**src/isaPkg.sv**
```systemverilog
package isaPkg;

        ////////////////////////////////////////////////////////////////////////////
        // Instruction word layouts
        ////////////////////////////////////////////////////////////////////////////

        // R-type fields, MSB first
        typedef struct packed {
                logic [5:0] opcode;
                logic [4:0] rs;
                logic [4:0] rt;
                logic [4:0] rd;
                logic [4:0] shamt;
                logic [5:0] funct;
        } rFields;

        // I-type fields, MSB first
        typedef struct packed {
                logic [5:0]  opcode;
                logic [4:0]  rs;
                logic [4:0]  rt;
                logic [15:0] imm16;
        } iFields;

        // Same 32-bit word, two decodings
        typedef union packed {
                rFields rType;
                iFields iType;
        } instrWord;

        ////////////////////////////////////////////////////////////////////////////
        // Opcode and funct values
        ////////////////////////////////////////////////////////////////////////////

        localparam logic [5:0] opR    = 6'h00;
        localparam logic [5:0] opBeq  = 6'h04;
        localparam logic [5:0] opAddi = 6'h08;
        localparam logic [5:0] opAndi = 6'h0c;
        localparam logic [5:0] opOri  = 6'h0d;
        localparam logic [5:0] opLw   = 6'h23;
        localparam logic [5:0] opSw   = 6'h2b;

        // R-type funct field
        localparam logic [5:0] fnSll = 6'h00;
        localparam logic [5:0] fnSrl = 6'h02;
        localparam logic [5:0] fnAdd = 6'h20;
        localparam logic [5:0] fnSub = 6'h22;
        localparam logic [5:0] fnAnd = 6'h24;
        localparam logic [5:0] fnOr  = 6'h25;
        localparam logic [5:0] fnSlt = 6'h2a;

        // ALU operation, chosen in decode
        typedef enum logic [3:0] {
                aluAdd,
                aluSub,
                aluAnd,
                aluOr,
                aluSlt,
                aluSll,
                aluSrl
        } aluOp;

endpackage

```
**src/pipePkg.sv**
```systemverilog
package pipePkg;

        import isaPkg::*;

        ////////////////////////////////////////////////////////////////////////////
        // Pipeline registers
        ////////////////////////////////////////////////////////////////////////////

        typedef struct packed {
                logic        valid;
                logic [31:0] pcPlus4;
                instrWord    instr;
        } ifId;

        // Decoded controls plus operands
        typedef struct packed {
                logic        valid;
                logic        regWrite;
                logic        memToReg;
                logic        memWrite;
                logic        memRead;
                logic        branch;
                logic        aluSrc;
                logic        shiftOp;
                aluOp        alu;
                logic [31:0] rsData;
                logic [31:0] rtData;
                logic [31:0] imm;
                logic [4:0]  shamt;
                logic [31:0] pcPlus4;
                logic [4:0]  writeReg;
        } idEx;

        typedef struct packed {
                logic        valid;
                logic        regWrite;
                logic        memToReg;
                logic        memWrite;
                logic        memRead;
                logic        branch;
                logic        zero;
                logic [31:0] aluResult;
                logic [31:0] storeData;
                logic [31:0] branchTarget;
                logic [4:0]  writeReg;
        } exMem;

        typedef struct packed {
                logic        valid;
                logic        regWrite;
                logic        memToReg;
                logic [31:0] memData;
                logic [31:0] aluResult;
                logic [4:0]  writeReg;
        } memWb;

        // Writeback result, also the register file write
        typedef struct packed {
                logic        regWrite;
                logic [4:0]  writeReg;
                logic [31:0] wbData;
        } wbBus;

        // Program load, addr is a word index
        typedef struct packed {
                logic        en;
                logic [15:0] addr;
                logic [31:0] data;
        } progLoad;

endpackage

```
**src/fetchStage.sv**
```systemverilog
`timescale 1ns/1ns

module fetchStage
        import pipePkg::*;
#(
        parameter int imemDepth = 64
) (
        input  logic        clk,
        input  logic        rstN,
        input  progLoad     load,
        input  logic        branchTaken,
        input  logic [31:0] branchTarget,
        output logic [31:0] pc,
        output ifId         ifOut
);

        localparam int imemAw = $clog2(imemDepth);

        // Instruction storage, written only by the load port
        logic [31:0] imem [imemDepth];

        logic [31:0]       pcPlus4;
        logic [imemAw-1:0] pcIdx;

        assign pcPlus4 = pc + 32'd4;
        // Word index from byte address
        assign pcIdx   = pc[imemAw+1:2];

        always_ff @(posedge clk) begin
                if (load.en) begin
                        imem[load.addr[imemAw-1:0]] <= load.data;
                end
        end

        // PC frozen at zero during load
        // Taken branch wins over sequential fetch
        always_ff @(posedge clk or negedge rstN) begin
                if (!rstN) begin
                        pc <= '0;
                end else if (load.en) begin
                        pc <= '0;
                end else if (branchTaken) begin
                        pc <= branchTarget;
                end else begin
                        pc <= pcPlus4;
                end
        end

        // IF/ID register, bubble while loading
        always_ff @(posedge clk or negedge rstN) begin
                if (!rstN) begin
                        ifOut.valid <= 1'b0;
                end else begin
                        ifOut.valid   <= !load.en;
                        ifOut.pcPlus4 <= pcPlus4;
                        ifOut.instr   <= imem[pcIdx];
                end
        end

        // Branch targets from the memory stage keep word alignment
        pcAligned: assert property (@(posedge clk) disable iff (!rstN)
                pc[1:0] == 2'b00);

endmodule

```
**config.mk**
```make
export PLATFORM = sky130hd
export DESIGN_NAME = fetchStage
export DESIGN_NICKNAME = d
export VERILOG_FILES = /design/src/isaPkg.sv /design/src/pipePkg.sv /design/src/fetchStage.sv
export SDC_FILE = /design/constraint.sdc
export NUM_CORES = 2
export LEC_CHECK = 0
export BUFFER_PORTS_ARGS = -buffer_cell sky130_fd_sc_hd__buf_2
export CAP_MARGIN = 20
export CORE_ASPECT_RATIO = 1.4
export CORE_UTILIZATION = 50
export CTS_BUF_LIST = sky130_fd_sc_hd__clkbuf_4 sky130_fd_sc_hd__clkbuf_8
export DETAILED_ROUTE_END_ITERATION = 10
export GPL_TIMING_DRIVEN = 0
export PLACE_DENSITY_LB_ADDON = 0.15
export SETUP_SLACK_MARGIN = 0.05
export SLEW_MARGIN = 20
export SYNTH_ARGS = -nofsm -noshare
export SYNTH_HDL_FRONTEND = slang
export SYNTH_SLANG_ARGS = --single-unit
```
**constraint.sdc**
```tcl
create_clock -name clk -period 2.4 [get_ports clk]
set_input_delay 0.12 -clock clk [delete_from_list [all_inputs] [get_ports clk]]
set_output_delay 0.12 -clock clk [all_outputs]
set_load 0.01 [all_outputs]
```
==> impl_metrics.json <==
{
  "path_clk_slew_ns": 0.07,
  "synthTopCellsByArea": "edfxtp_1, mux4_2, mux2i_1, dfrtp_1, a22oi_1",
  "die_area_um2": 166000,
  "track_usage_pct": 31.3,
  "port_buffers": 169,
  "async_reset_ff_share_pct": 1.54,
  "place_congestion": 0.889,
  "drc_errors": 0,
  "cpMaxStageDelayCell": "a211oi_2",
  "synth.cell_area_um2": 82100,
  "fp.coreArea_um2": 163000,
  "start_util_pct": 50.4,
  "die-height_um": 481,
  "finalSetupViolCount": 52,
  "outcome": "finished with violations",
  "drt_iter0_drc": 5726,
  "drive_gt1_share_pct": 40.1,
  "cts_tree": "built",
  "viasPerCell": 6.46,
  "synth_flop_cell": "edfxtp_1",
  "fin_ws_ns": -0.571,
  "fillers": 11000,
  "clockBufferDepth": 4,
  "violations": "negative setup slack",
  "drtAntennaViolNets": 0,
  "synth_area_per_cell_um2": 22.3,
  "syn_inst": 3683,
  "min_path_type": "input pin to register",
  "total_power_w": 0.0776,
  "multi_input_area_um2": 18800,
  "synth_top_area_share_pct": 77.3,
  "ys_seq_area_share_pct": 78.3,
  "setup.worst_path.start_class": "register",
  "rsz0062_at_grt": "yes",
  "ys_warn_count": 0,
  "cts_buffers": 325,
  "cellLeakagePower_nw": 32.4,
  "grt_pass1_vias": 44600,
  "grt_overflow": 0,
  "antenna_found_initial": 15,
  "wl_per_cell_um": 37.4,
  "fin_nets": 4642,
  "slowest_delay_ns": 0.47,
  "fin_worst_skew_ns": 0.0589,
  "crit_type": "register to register",
  "synth_area_leader_cell": "edfxtp_1",
  "synthesis.nets": 3768,
  "slew_headroom_pct": 24.5,
  "period_minus_slack_ns": 2.97,
  "place_ws_ns": -2.32,
  "hold_viol": 0,
  "std_cell_rows": 175,
  "end_kind": "register",
  "path_cells": "buf_12 -> buf_12 -> buf_12 -> buf_16 -> buf_16 -> buf_16 -> mux2i_1 -> a221oi_2 -> o21ai_1 -> a211oi_2 -> o22a_1",
  "routed_wl_mm": 258,
  "seq_area_um2": 64300,
  "worst_pin_slew_ns": 1.13,
  "critPathMaxFanout": 9,
  "synth_edf_count": 2112,
  "die_x_um": 344,
  "min_period_over_period_pct": 124,
  "synth_cell_types": 63,
  "layout_common_cells": "edfxtp_1, mux4_2, clkbuf_8, buf_2, clkbuf_4",
  "dp.final_hpwl_mm": 167,
  "first_pass_iters": 6,
  "cts.sinks": 2145,
  "ys_ff_latch": 2145,
  "area_growth_pct": 23.3,
  "drv_slew": 0,
  "vdd_drop_max_v": 0.000672,
  "final_common_cell": "edfxtp_1",
  "grt_pass1_wl_mm": 350,
  "max_cap_violations": 0,
  "worstSkewPairLatency_ns": 1.08,
  "htree_num_levels": 5,
  "grt_max_degree": 76,
  "cp.arrival_ns": 3.84,
  "io_pins": 181,
  "vias": 44600,
  "cts_root_buf": "clkbuf_8",
  "clock.fmax_ghz": 0.337,
  "required_ns": 3.27,
  "power_density_nw_per_um2": 767
}
-- final cells by class --
| cell class | instances | area share (%) |
|---|---|---|
| antenna | 7 | 0.0173 |
| sequential | 2145 | 63.5 |
| multi-input combinational | 1321 | 18.5 |
| inverter | 8 | 0.0334 |
| buffer | 208 | 2.63 |
| timing repair buffer | 548 | 6.77 |
| clock inverter | 100 | 0.469 |
| tap | 2124 | 2.63 |
| clock buffer | 449 | 5.39 |
-- metal layers --
metal  share of wire [%]  up-vias  global-route usage (%)
li1                    -    17500                       -
met1                  35    23600                    39.1
met2                  49     2865                    51.0
met3                 9.8      641                    6.66
met4                 6.2        8                    17.4
met5               0.024        -                       0
-- report_power, final --
group / internal [W] / switching (W)
logic: 0.00305 / 0.00436
registers: 0.0416 / 0.000146
clock network: 0.0148 / 0.0137
-- kinds of logic after synthesis --
group	after synthesis	share of synthesized area [%]
buffers and inverters	217	1.63
multiplexers	601	14.7
AO/OA/AOI/OAI	395	3.39
XOR/XNOR	28	0.299
adder cells (fa/ha/maj)	1	0.0152
AND/OR/NAND/NOR	296	1.71
flip-flops	2145	78.3
-- flip-flops by register name, indices dropped and copies added, names as in the netlist --
register,cells
pc,32
imem,2048
ifOut,65
-- synthesized netlist by cell type (3+ instances only) --
library cell	instances
a211oi_1	13
a31oi_1	8
a2111oi_0	14
buf_4	30
o211a_1	9
nand2_1	58
or4_1	3
nor2_1	112
clkbuf_1	85
inv_1	7
o22a_1	4
mux2_2	13
buf_8	8
a22oi_1	100
or3_1	11
a21oi_1	75
nor3_1	26
a221oi_2	4
o211ai_1	3
edfxtp_1	2112
xnor2_1	24
nor2b_1	8
and3_1	4
buf_6	16
buf_2	56
dfrtp_1	33
nand2b_1	20
mux4_1	5
o22ai_1	48
a221o_1	3
mux2i_1	110
nand4_1	8
buf_12	8
a221oi_1	20
a22o_1	22
o21a_1	18
nand3_1	25
mux4_2	473
o221ai_1	8
o21ai_1	3
and2_1	8
o311a_1	5
xor2_1	4
buf_1	6
o21ai_0	32
-- path summary, 6_finish.rpt --
check / depth (start not counted) / slack (ns) / start / end
worst max-delay path: 11 / -0.57 / pc[2] / ifOut[0]
worst min-delay path: 2 / 0.09 / rstN / ifOut[2]
worst max register to register: 11 / -0.57 / pc[2] / ifOut[0]
worst min register to register: 0 / 0.50 / pc[1] / ifOut[33]
max in group asynchronous: 4 / 1.30 / rstN / pc[7]
min in group asynchronous: 4 / 0.73 / rstN / pc[12]
-- through the flow --
| stage | cells | TNS (ns) | util (%) | hold WS (ns) | cell area, um2 |
|---|---|---|---|---|---|
| floorplan | 3683 | -182.37 | - | -0.176 | 82200 |
| detailed placement | 6108 | -506.33 | 54.9 | 0.376 | 89300 |
| global route | 6905 | -19.61 | 62.2 | 0.0805 | 101000 |
| finish | 6910 | -18.72 | 62.2 | 0.0922 | 101000 |
| CTS | 6856 | -16.72 | 61.5 | 0.00751 | 100000 |
| global placement | 5976 | -5049.52 | 52.7 | 0.365 | 85700 |
-- critical path: cells and delay by family, from the launching register on --
kind / cells / cell delay, ns
AOI/OAI and AO/OA: 4 / 1.23
buffers and inverters: 6 / 0.94
DFF: 1 / 0.42
muxes: 1 / 0.14
-- repair_timing --
item / in CTS / in global routing
endpoints found under the hold margin: 2202 / 0
hold buffers: 123 / 0
endpoints found under the setup margin: 83 / 76
setup buffers: 65 / 40
cloned: 12 / 7
resized for setup: 616 / 123
pin swaps: 66 / 67
No activity file was read; power rests on OpenSTA's default activity.
