<file path="src/isaPkg.sv">
package isaPkg;

        ////////////////////////////////////////////////////////////////////////////
        // Instruction word layouts
        ////////////////////////////////////////////////////////////////////////////

        // R-type fields, MSB first
        typedef struct packed {
                logic [5:0] opcode;
                logic [4:0] rs;
                logic [4:0] rt;
                logic [4:0] rd;
                logic [4:0] shamt;
                logic [5:0] funct;
        } rFields;

        // I-type fields, MSB first
        typedef struct packed {
                logic [5:0]  opcode;
                logic [4:0]  rs;
                logic [4:0]  rt;
                logic [15:0] imm16;
        } iFields;

        // Same 32-bit word, two decodings
        typedef union packed {
                rFields rType;
                iFields iType;
        } instrWord;

        ////////////////////////////////////////////////////////////////////////////
        // Opcode and funct values
        ////////////////////////////////////////////////////////////////////////////

        localparam logic [5:0] opR    = 6'h00;
        localparam logic [5:0] opBeq  = 6'h04;
        localparam logic [5:0] opAddi = 6'h08;
        localparam logic [5:0] opAndi = 6'h0c;
        localparam logic [5:0] opOri  = 6'h0d;
        localparam logic [5:0] opLw   = 6'h23;
        localparam logic [5:0] opSw   = 6'h2b;

        // R-type funct field
        localparam logic [5:0] fnSll = 6'h00;
        localparam logic [5:0] fnSrl = 6'h02;
        localparam logic [5:0] fnAdd = 6'h20;
        localparam logic [5:0] fnSub = 6'h22;
        localparam logic [5:0] fnAnd = 6'h24;
        localparam logic [5:0] fnOr  = 6'h25;
        localparam logic [5:0] fnSlt = 6'h2a;

        // ALU operation, chosen in decode
        typedef enum logic [3:0] {
                aluAdd,
                aluSub,
                aluAnd,
                aluOr,
                aluSlt,
                aluSll,
                aluSrl
        } aluOp;

endpackage

</file>
<file path="src/pipePkg.sv">
package pipePkg;

        import isaPkg::*;

        ////////////////////////////////////////////////////////////////////////////
        // Pipeline registers
        ////////////////////////////////////////////////////////////////////////////

        typedef struct packed {
                logic        valid;
                logic [31:0] pcPlus4;
                instrWord    instr;
        } ifId;

        // Decoded controls plus operands
        typedef struct packed {
                logic        valid;
                logic        regWrite;
                logic        memToReg;
                logic        memWrite;
                logic        memRead;
                logic        branch;
                logic        aluSrc;
                logic        shiftOp;
                aluOp        alu;
                logic [31:0] rsData;
                logic [31:0] rtData;
                logic [31:0] imm;
                logic [4:0]  shamt;
                logic [31:0] pcPlus4;
                logic [4:0]  writeReg;
        } idEx;

        typedef struct packed {
                logic        valid;
                logic        regWrite;
                logic        memToReg;
                logic        memWrite;
                logic        memRead;
                logic        branch;
                logic        zero;
                logic [31:0] aluResult;
                logic [31:0] storeData;
                logic [31:0] branchTarget;
                logic [4:0]  writeReg;
        } exMem;

        typedef struct packed {
                logic        valid;
                logic        regWrite;
                logic        memToReg;
                logic [31:0] memData;
                logic [31:0] aluResult;
                logic [4:0]  writeReg;
        } memWb;

        // Writeback result, also the register file write
        typedef struct packed {
                logic        regWrite;
                logic [4:0]  writeReg;
                logic [31:0] wbData;
        } wbBus;

        // Program load, addr is a word index
        typedef struct packed {
                logic        en;
                logic [15:0] addr;
                logic [31:0] data;
        } progLoad;

endpackage

</file>
<file path="src/memoryStage.sv">
`timescale 1ns/1ns

module memoryStage
        import pipePkg::*;
#(
        parameter int dmemDepth = 64
) (
        input  logic        clk,
        input  logic        rstN,
        input  exMem        memIn,
        output logic        branchTaken,
        output logic [31:0] branchTarget,
        output wbBus        wb
);

        localparam int dmemAw = $clog2(dmemDepth);

        // Word data memory, no reset
        logic [31:0] dmem [dmemDepth];

        logic [dmemAw-1:0] memIdx;
        logic [31:0]       memData;
        memWb              memWbReg;

        assign memIdx = memIn.aluResult[dmemAw+1:2];

        // Store only for a valid sw
        always_ff @(posedge clk) begin
                if (memIn.valid && memIn.memWrite) begin
                        dmem[memIdx] <= memIn.storeData;
                end
        end

        // Combinational load
        assign memData = memIn.memRead ? dmem[memIdx] : '0;

        // Branch resolves here, PC loads at end of this cycle
        assign branchTaken  = memIn.valid && memIn.branch && memIn.zero;
        assign branchTarget = memIn.branchTarget;

        // MEM/WB register
        always_ff @(posedge clk or negedge rstN) begin
                if (!rstN) begin
                        memWbReg.valid <= 1'b0;
                end else begin
                        memWbReg.valid     <= memIn.valid;
                        memWbReg.regWrite  <= memIn.regWrite;
                        memWbReg.memToReg  <= memIn.memToReg;
                        memWbReg.memData   <= memData;
                        memWbReg.aluResult <= memIn.aluResult;
                        memWbReg.writeReg  <= memIn.writeReg;
                end
        end

        // Writeback select, qualified by valid
        assign wb.regWrite = memWbReg.valid && memWbReg.regWrite;
        assign wb.writeReg = memWbReg.writeReg;
        assign wb.wbData   = memWbReg.memToReg ? memWbReg.memData : memWbReg.aluResult;

        // Base plus offset from execute lands on a word
        memAligned: assert property (@(posedge clk) disable iff (!rstN)
                memIn.valid && (memIn.memRead || memIn.memWrite) |-> memIn.aluResult[1:0] == 2'b00);

endmodule

</file>
<file path="config.mk">
export PLATFORM = sky130hd
export DESIGN_NAME = memoryStage
export DESIGN_NICKNAME = d
export VERILOG_FILES = /design/src/isaPkg.sv /design/src/pipePkg.sv /design/src/memoryStage.sv
export SDC_FILE = /design/constraint.sdc
export NUM_CORES = 2
export LEC_CHECK = 0
export BUFFER_PORTS_ARGS = -buffer_cell sky130_fd_sc_hd__buf_4
export CAP_MARGIN = 20
export CORE_MARGIN = 2
export CORE_UTILIZATION = 40
export DETAILED_ROUTE_END_ITERATION = 6
export SLEW_MARGIN = 20
export SYNTH_ARGS = -nofsm -noshare
export SYNTH_HDL_FRONTEND = slang
export SYNTH_SLANG_ARGS = --single-unit
export TNS_END_PERCENT = 50
</file>
<file path="constraint.sdc">
create_clock -name clk -period 1.6 [get_ports clk]
set_input_delay 0.24 -clock clk [delete_from_list [all_inputs] [get_ports clk]]
set_output_delay 0.24 -clock clk [all_outputs]
set_load 0.005 [all_outputs]
</file>
==> results.json <==
{
  "synth_ff_type": "sky130_fd_sc_hd__edfxtp_1",
  "final_cells": 8031,
  "route.detailed.wl_per_inst_um": 33.7,
  "hold-path-cell-count": 1,
  "root_buffer": "sky130_fd_sc_hd__clkbuf_16",
  "critPathRequiredTime_ns": 1.36,
  "timing.final.hold_violations": 0,
  "routabilityCongestion": 0.908,
  "p_int_mw": 91.0,
  "detailedRoute.firstPassIterationCount": 5,
  "starting_utilization_of_the_core_area_pct": 40.2,
  "drc": 0,
  "die-area_um2": 204000,
  "syn_nets": 4626,
  "ant_nets": 0,
  "postSynthRegisterBits": 2120,
  "detail_route.iter0.violations": 7216,
  "cp_data_arrival_time_ns": 2.07,
  "hold_path_end": "dmem[54][6]",
  "numPortBuffers": 116,
  "areaGrowthSynthToFinish_pct": 24.2,
  "rows": 164,
  "core_area_um2": 200000,
  "skew_ns": 0.0648,
  "grt_usage_pct": 26.0,
  "vdd.ir_drop.worst_v": 0.000890,
  "clock_latency_at_the_later_pin_of_the_worst_skew_pair_ns": 0.88,
  "chipHeight_um": 452,
  "design.portCount": 181,
  "synth_cell_type_count": 59,
  "syn_area_per_cell_um2": 17.8,
  "finalWorstSetupSlack_ns": -0.710,
  "worst_pin_slew_ns": 0.880,
  "placed_area_um2": 91300,
  "drt_wl_total_um": 271000,
  "max_cap_violations": 0,
  "critical_path.max_fanout": 5,
  "min_path_type": "input port to flop",
  "fin_crit_ns": 2.31,
  "ratio_of_cells_with_drive_above_1_in_the_final_layout_pct": 26.6,
  "worstSetupEndpointType": "output pin",
  "clock_tree.htree_level_count": 4,
  "grt_pass1_vias": 48300,
  "worst_r2r_path_depth": 6,
  "placedCellCount": 7578,
  "path_class": "flop to output pin",
  "p_sw_share_pct": 22.4,
  "dpl.hpwl_um": 175000,
  "count_of_synthesis_stage_warnings_from_yosys": 0,
  "power.clock.fraction_pct": 40.6,
  "share_of_async_settable_or_async_resettable_flops_after_synthesis_pct": 0.0472,
  "final_net_count": 5316,
  "power.density_nw_per_um2": 1170,
  "clockBufferDepth": 3,
  "outcome": "finished with violations",
  "clock_slew_seen_by_the_registers_of_the_worst_setup_and_hold_paths_ns": 0.06,
  "cellLeakagePower_nw": 31.8,
  "total_power_mw": 117,
  "violations": "setup timing",
  "highest_clock_rate_ghz": 0.433,
  "ff2ff_setup_slack_ns": -0.40,
  "synth_area_leaders": "sky130_fd_sc_hd__edfxtp_1 79%, sky130_fd_sc_hd__a22oi_1 5.5%, sky130_fd_sc_hd__a221oi_1 3.0%, sky130_fd_sc_hd__o22ai_1 1.3%, sky130_fd_sc_hd__a21oi_1 1.1%",
  "fin_area_um2": 99800,
  "grt_antenna_before_repair": 9,
  "synthCells": 4516,
  "synth_area_leader_cell": "sky130_fd_sc_hd__edfxtp_1",
  "worst_slew_margin_rel_pct": 41.3,
  "cts_tree": "yes",
  "vias_per_cell": 6.26,
  "yosys.area.top_type_share_pct": 79.2,
  "critical_path.reg2reg.startpoint": "dmem[52][11]",
  "layout_worst_path_cycle_share_pct": 144,
  "yosysSeqAreaShare_pct": 79.2,
  "post_synthesis_cell_area_um2": 80300,
  "worst_hold_startpoint": "memIn[43]",
  "cts.sinks": 2120,
  "setup_viol_count_final": 99,
  "grt_setup_unrepaired": "true",
  "grt_pass1_wl_um": 375000,
  "kind_of_start_point_of_the_critical_path": "flop",
  "pin_count_of_the_biggest_net_entering_global_routing": 65,
  "share_comb_of_total_power_pct": 6.8,
  "power_switching_mw": 26.2,
  "r2r_end": "memWbReg[48]",
  "setup_tns_ns": -29.82,
  "final_max_slew_viol_count": 0,
  "dr_total_vias": 50200,
  "cts_buffers": 207,
  "power_frac_seq_pct": 52.7,
  "fp.dieW_um": 452,
  "globalRoute.totalOverflow": 0,
  "synth_enable_flop_cells": 2119
}
==> metal layers <==
metal / wire (um) / track usage, %
met1: 105000 / 36.0
met4: 11800 / 9.91
met2: 123000 / 40.0
met5: 93 / 0
met3: 31200 / 6.01
==> layout make-up <==
| class | count | area (um2) |
|---|---|---|
| diodes | 4 | 10.0 |
| clock buffers | 259 | 5380 |
| clock inverters | 115 | 1190 |
| fillers | 16100 | 99900 |
| inverters | 7 | 26.3 |
| multi-input cells | 1988 | 16300 |
| flip-flops and latches | 2120 | 63700 |
| well taps | 2656 | 3320 |
| repair buffers | 882 | 9870 |
==> cell families (layout without fill, tap and decap cells) <==
family,Yosys count,in the layout,share of synthesized area (%)
AO/OA/AOI/OAI,1520,1520,13.8
buffers and inverters,408,1263,2.63
flip-flops,2120,2120,79.2
multiplexers,160,160,2.50
other,0,4,0
AND/OR/NAND/NOR,308,308,1.88
==> layout by cell type (no fill, tap or decap), types with 40 or more instances in the layout <==
master / count
sky130_fd_sc_hd__edfxtp_1: 2119
sky130_fd_sc_hd__a22oi_1: 549
sky130_fd_sc_hd__buf_4: 541
sky130_fd_sc_hd__a221oi_1: 244
sky130_fd_sc_hd__buf_12: 234
sky130_fd_sc_hd__clkbuf_16: 207
sky130_fd_sc_hd__a21oi_1: 173
sky130_fd_sc_hd__o22ai_1: 146
sky130_fd_sc_hd__a211oi_1: 78
sky130_fd_sc_hd__dlygate4sd3_1: 71
sky130_fd_sc_hd__nor2_4: 68
sky130_fd_sc_hd__o21ai_0: 67
sky130_fd_sc_hd__mux2i_1: 64
sky130_fd_sc_hd__nand2_1: 54
sky130_fd_sc_hd__clkbuf_1: 52
sky130_fd_sc_hd__clkinv_1: 44
sky130_fd_sc_hd__a22oi_2: 40
==> repair_timing <==
action / CTS / global route
gates cloned: 3 / 0
setup buffers: 6 / 0
gates resized for setup: 125 / 122
hold endpoints to repair: 1834 / 0
pin swaps: 32 / 36
hold buffers: 71 / 0
setup endpoints to repair: 70 / 90
==> worst max-delay path, stage by stage, from the launching register on <==
cell	delay (ns)
sky130_fd_sc_hd__edfxtp_1	0.38
sky130_fd_sc_hd__buf_6	0.16
sky130_fd_sc_hd__buf_12	0.16
sky130_fd_sc_hd__mux2_4	0.35
sky130_fd_sc_hd__buf_6	0.13
==> power groups by stage <==
stage	Clock (mW)	Combinational [mW]	Sequential [mW]
final	47.6	7.92	61.7
after global routing	50.2	8.26	61.7
after CTS	47.9	7.69	61.7
after detailed placement	0	7.25	62.9
after global placement	0	7.18	62.9
after floorplan	0	3.15	62.7
==> Yosys cell counts, types with 67 or more instances <==
library cell,n
sky130_fd_sc_hd__edfxtp_1,2119
sky130_fd_sc_hd__a22oi_1,589
sky130_fd_sc_hd__a221oi_1,278
sky130_fd_sc_hd__a21oi_1,177
sky130_fd_sc_hd__o22ai_1,163
sky130_fd_sc_hd__buf_2,158
sky130_fd_sc_hd__clkbuf_1,138
sky130_fd_sc_hd__nor2_1,99
sky130_fd_sc_hd__o21ai_0,89
sky130_fd_sc_hd__a211oi_1,84
sky130_fd_sc_hd__mux2_2,67
sky130_fd_sc_hd__mux2i_1,67
==> worst max path at each step <==
stage	end	from	slack, ns	depth (start not counted)
2_1_floorplan	dmem[40][0]	memIn[73]	-0.74	8
3_3_place_gp	memWbReg[61]	memIn[73]	-1.73	9
3_5_place_dp	memWbReg[40]	memIn[73]	-1.59	9
4_1_cts	wb[25]	memWbReg[69]	-0.75	5
5_1_grt	wb[7]	memWbReg[69]	-0.74	4
6_report	wb[6]	memWbReg[69]	-0.71	4
==> flip-flops by register name, indices dropped and copies added (netlist names) <==
| name | flops |
|---|---|
| dmem | 2048 |
| memWbReg | 67 |
| wb | 5 |
==> through the flow <==
stage,hold slack [ns],setup WS [ns],util [%]
2_1_floorplan,-0.0556,-0.744,-
3_3_place_gp,0.364,-1.73,45.7
3_5_place_dp,0.363,-1.59,45.7
4_1_cts,0.00412,-0.752,49.7
5_1_grt,0.0175,-0.744,50.0
6_report,0.0189,-0.710,50.0
No activity file was read; power rests on OpenSTA's default activity.
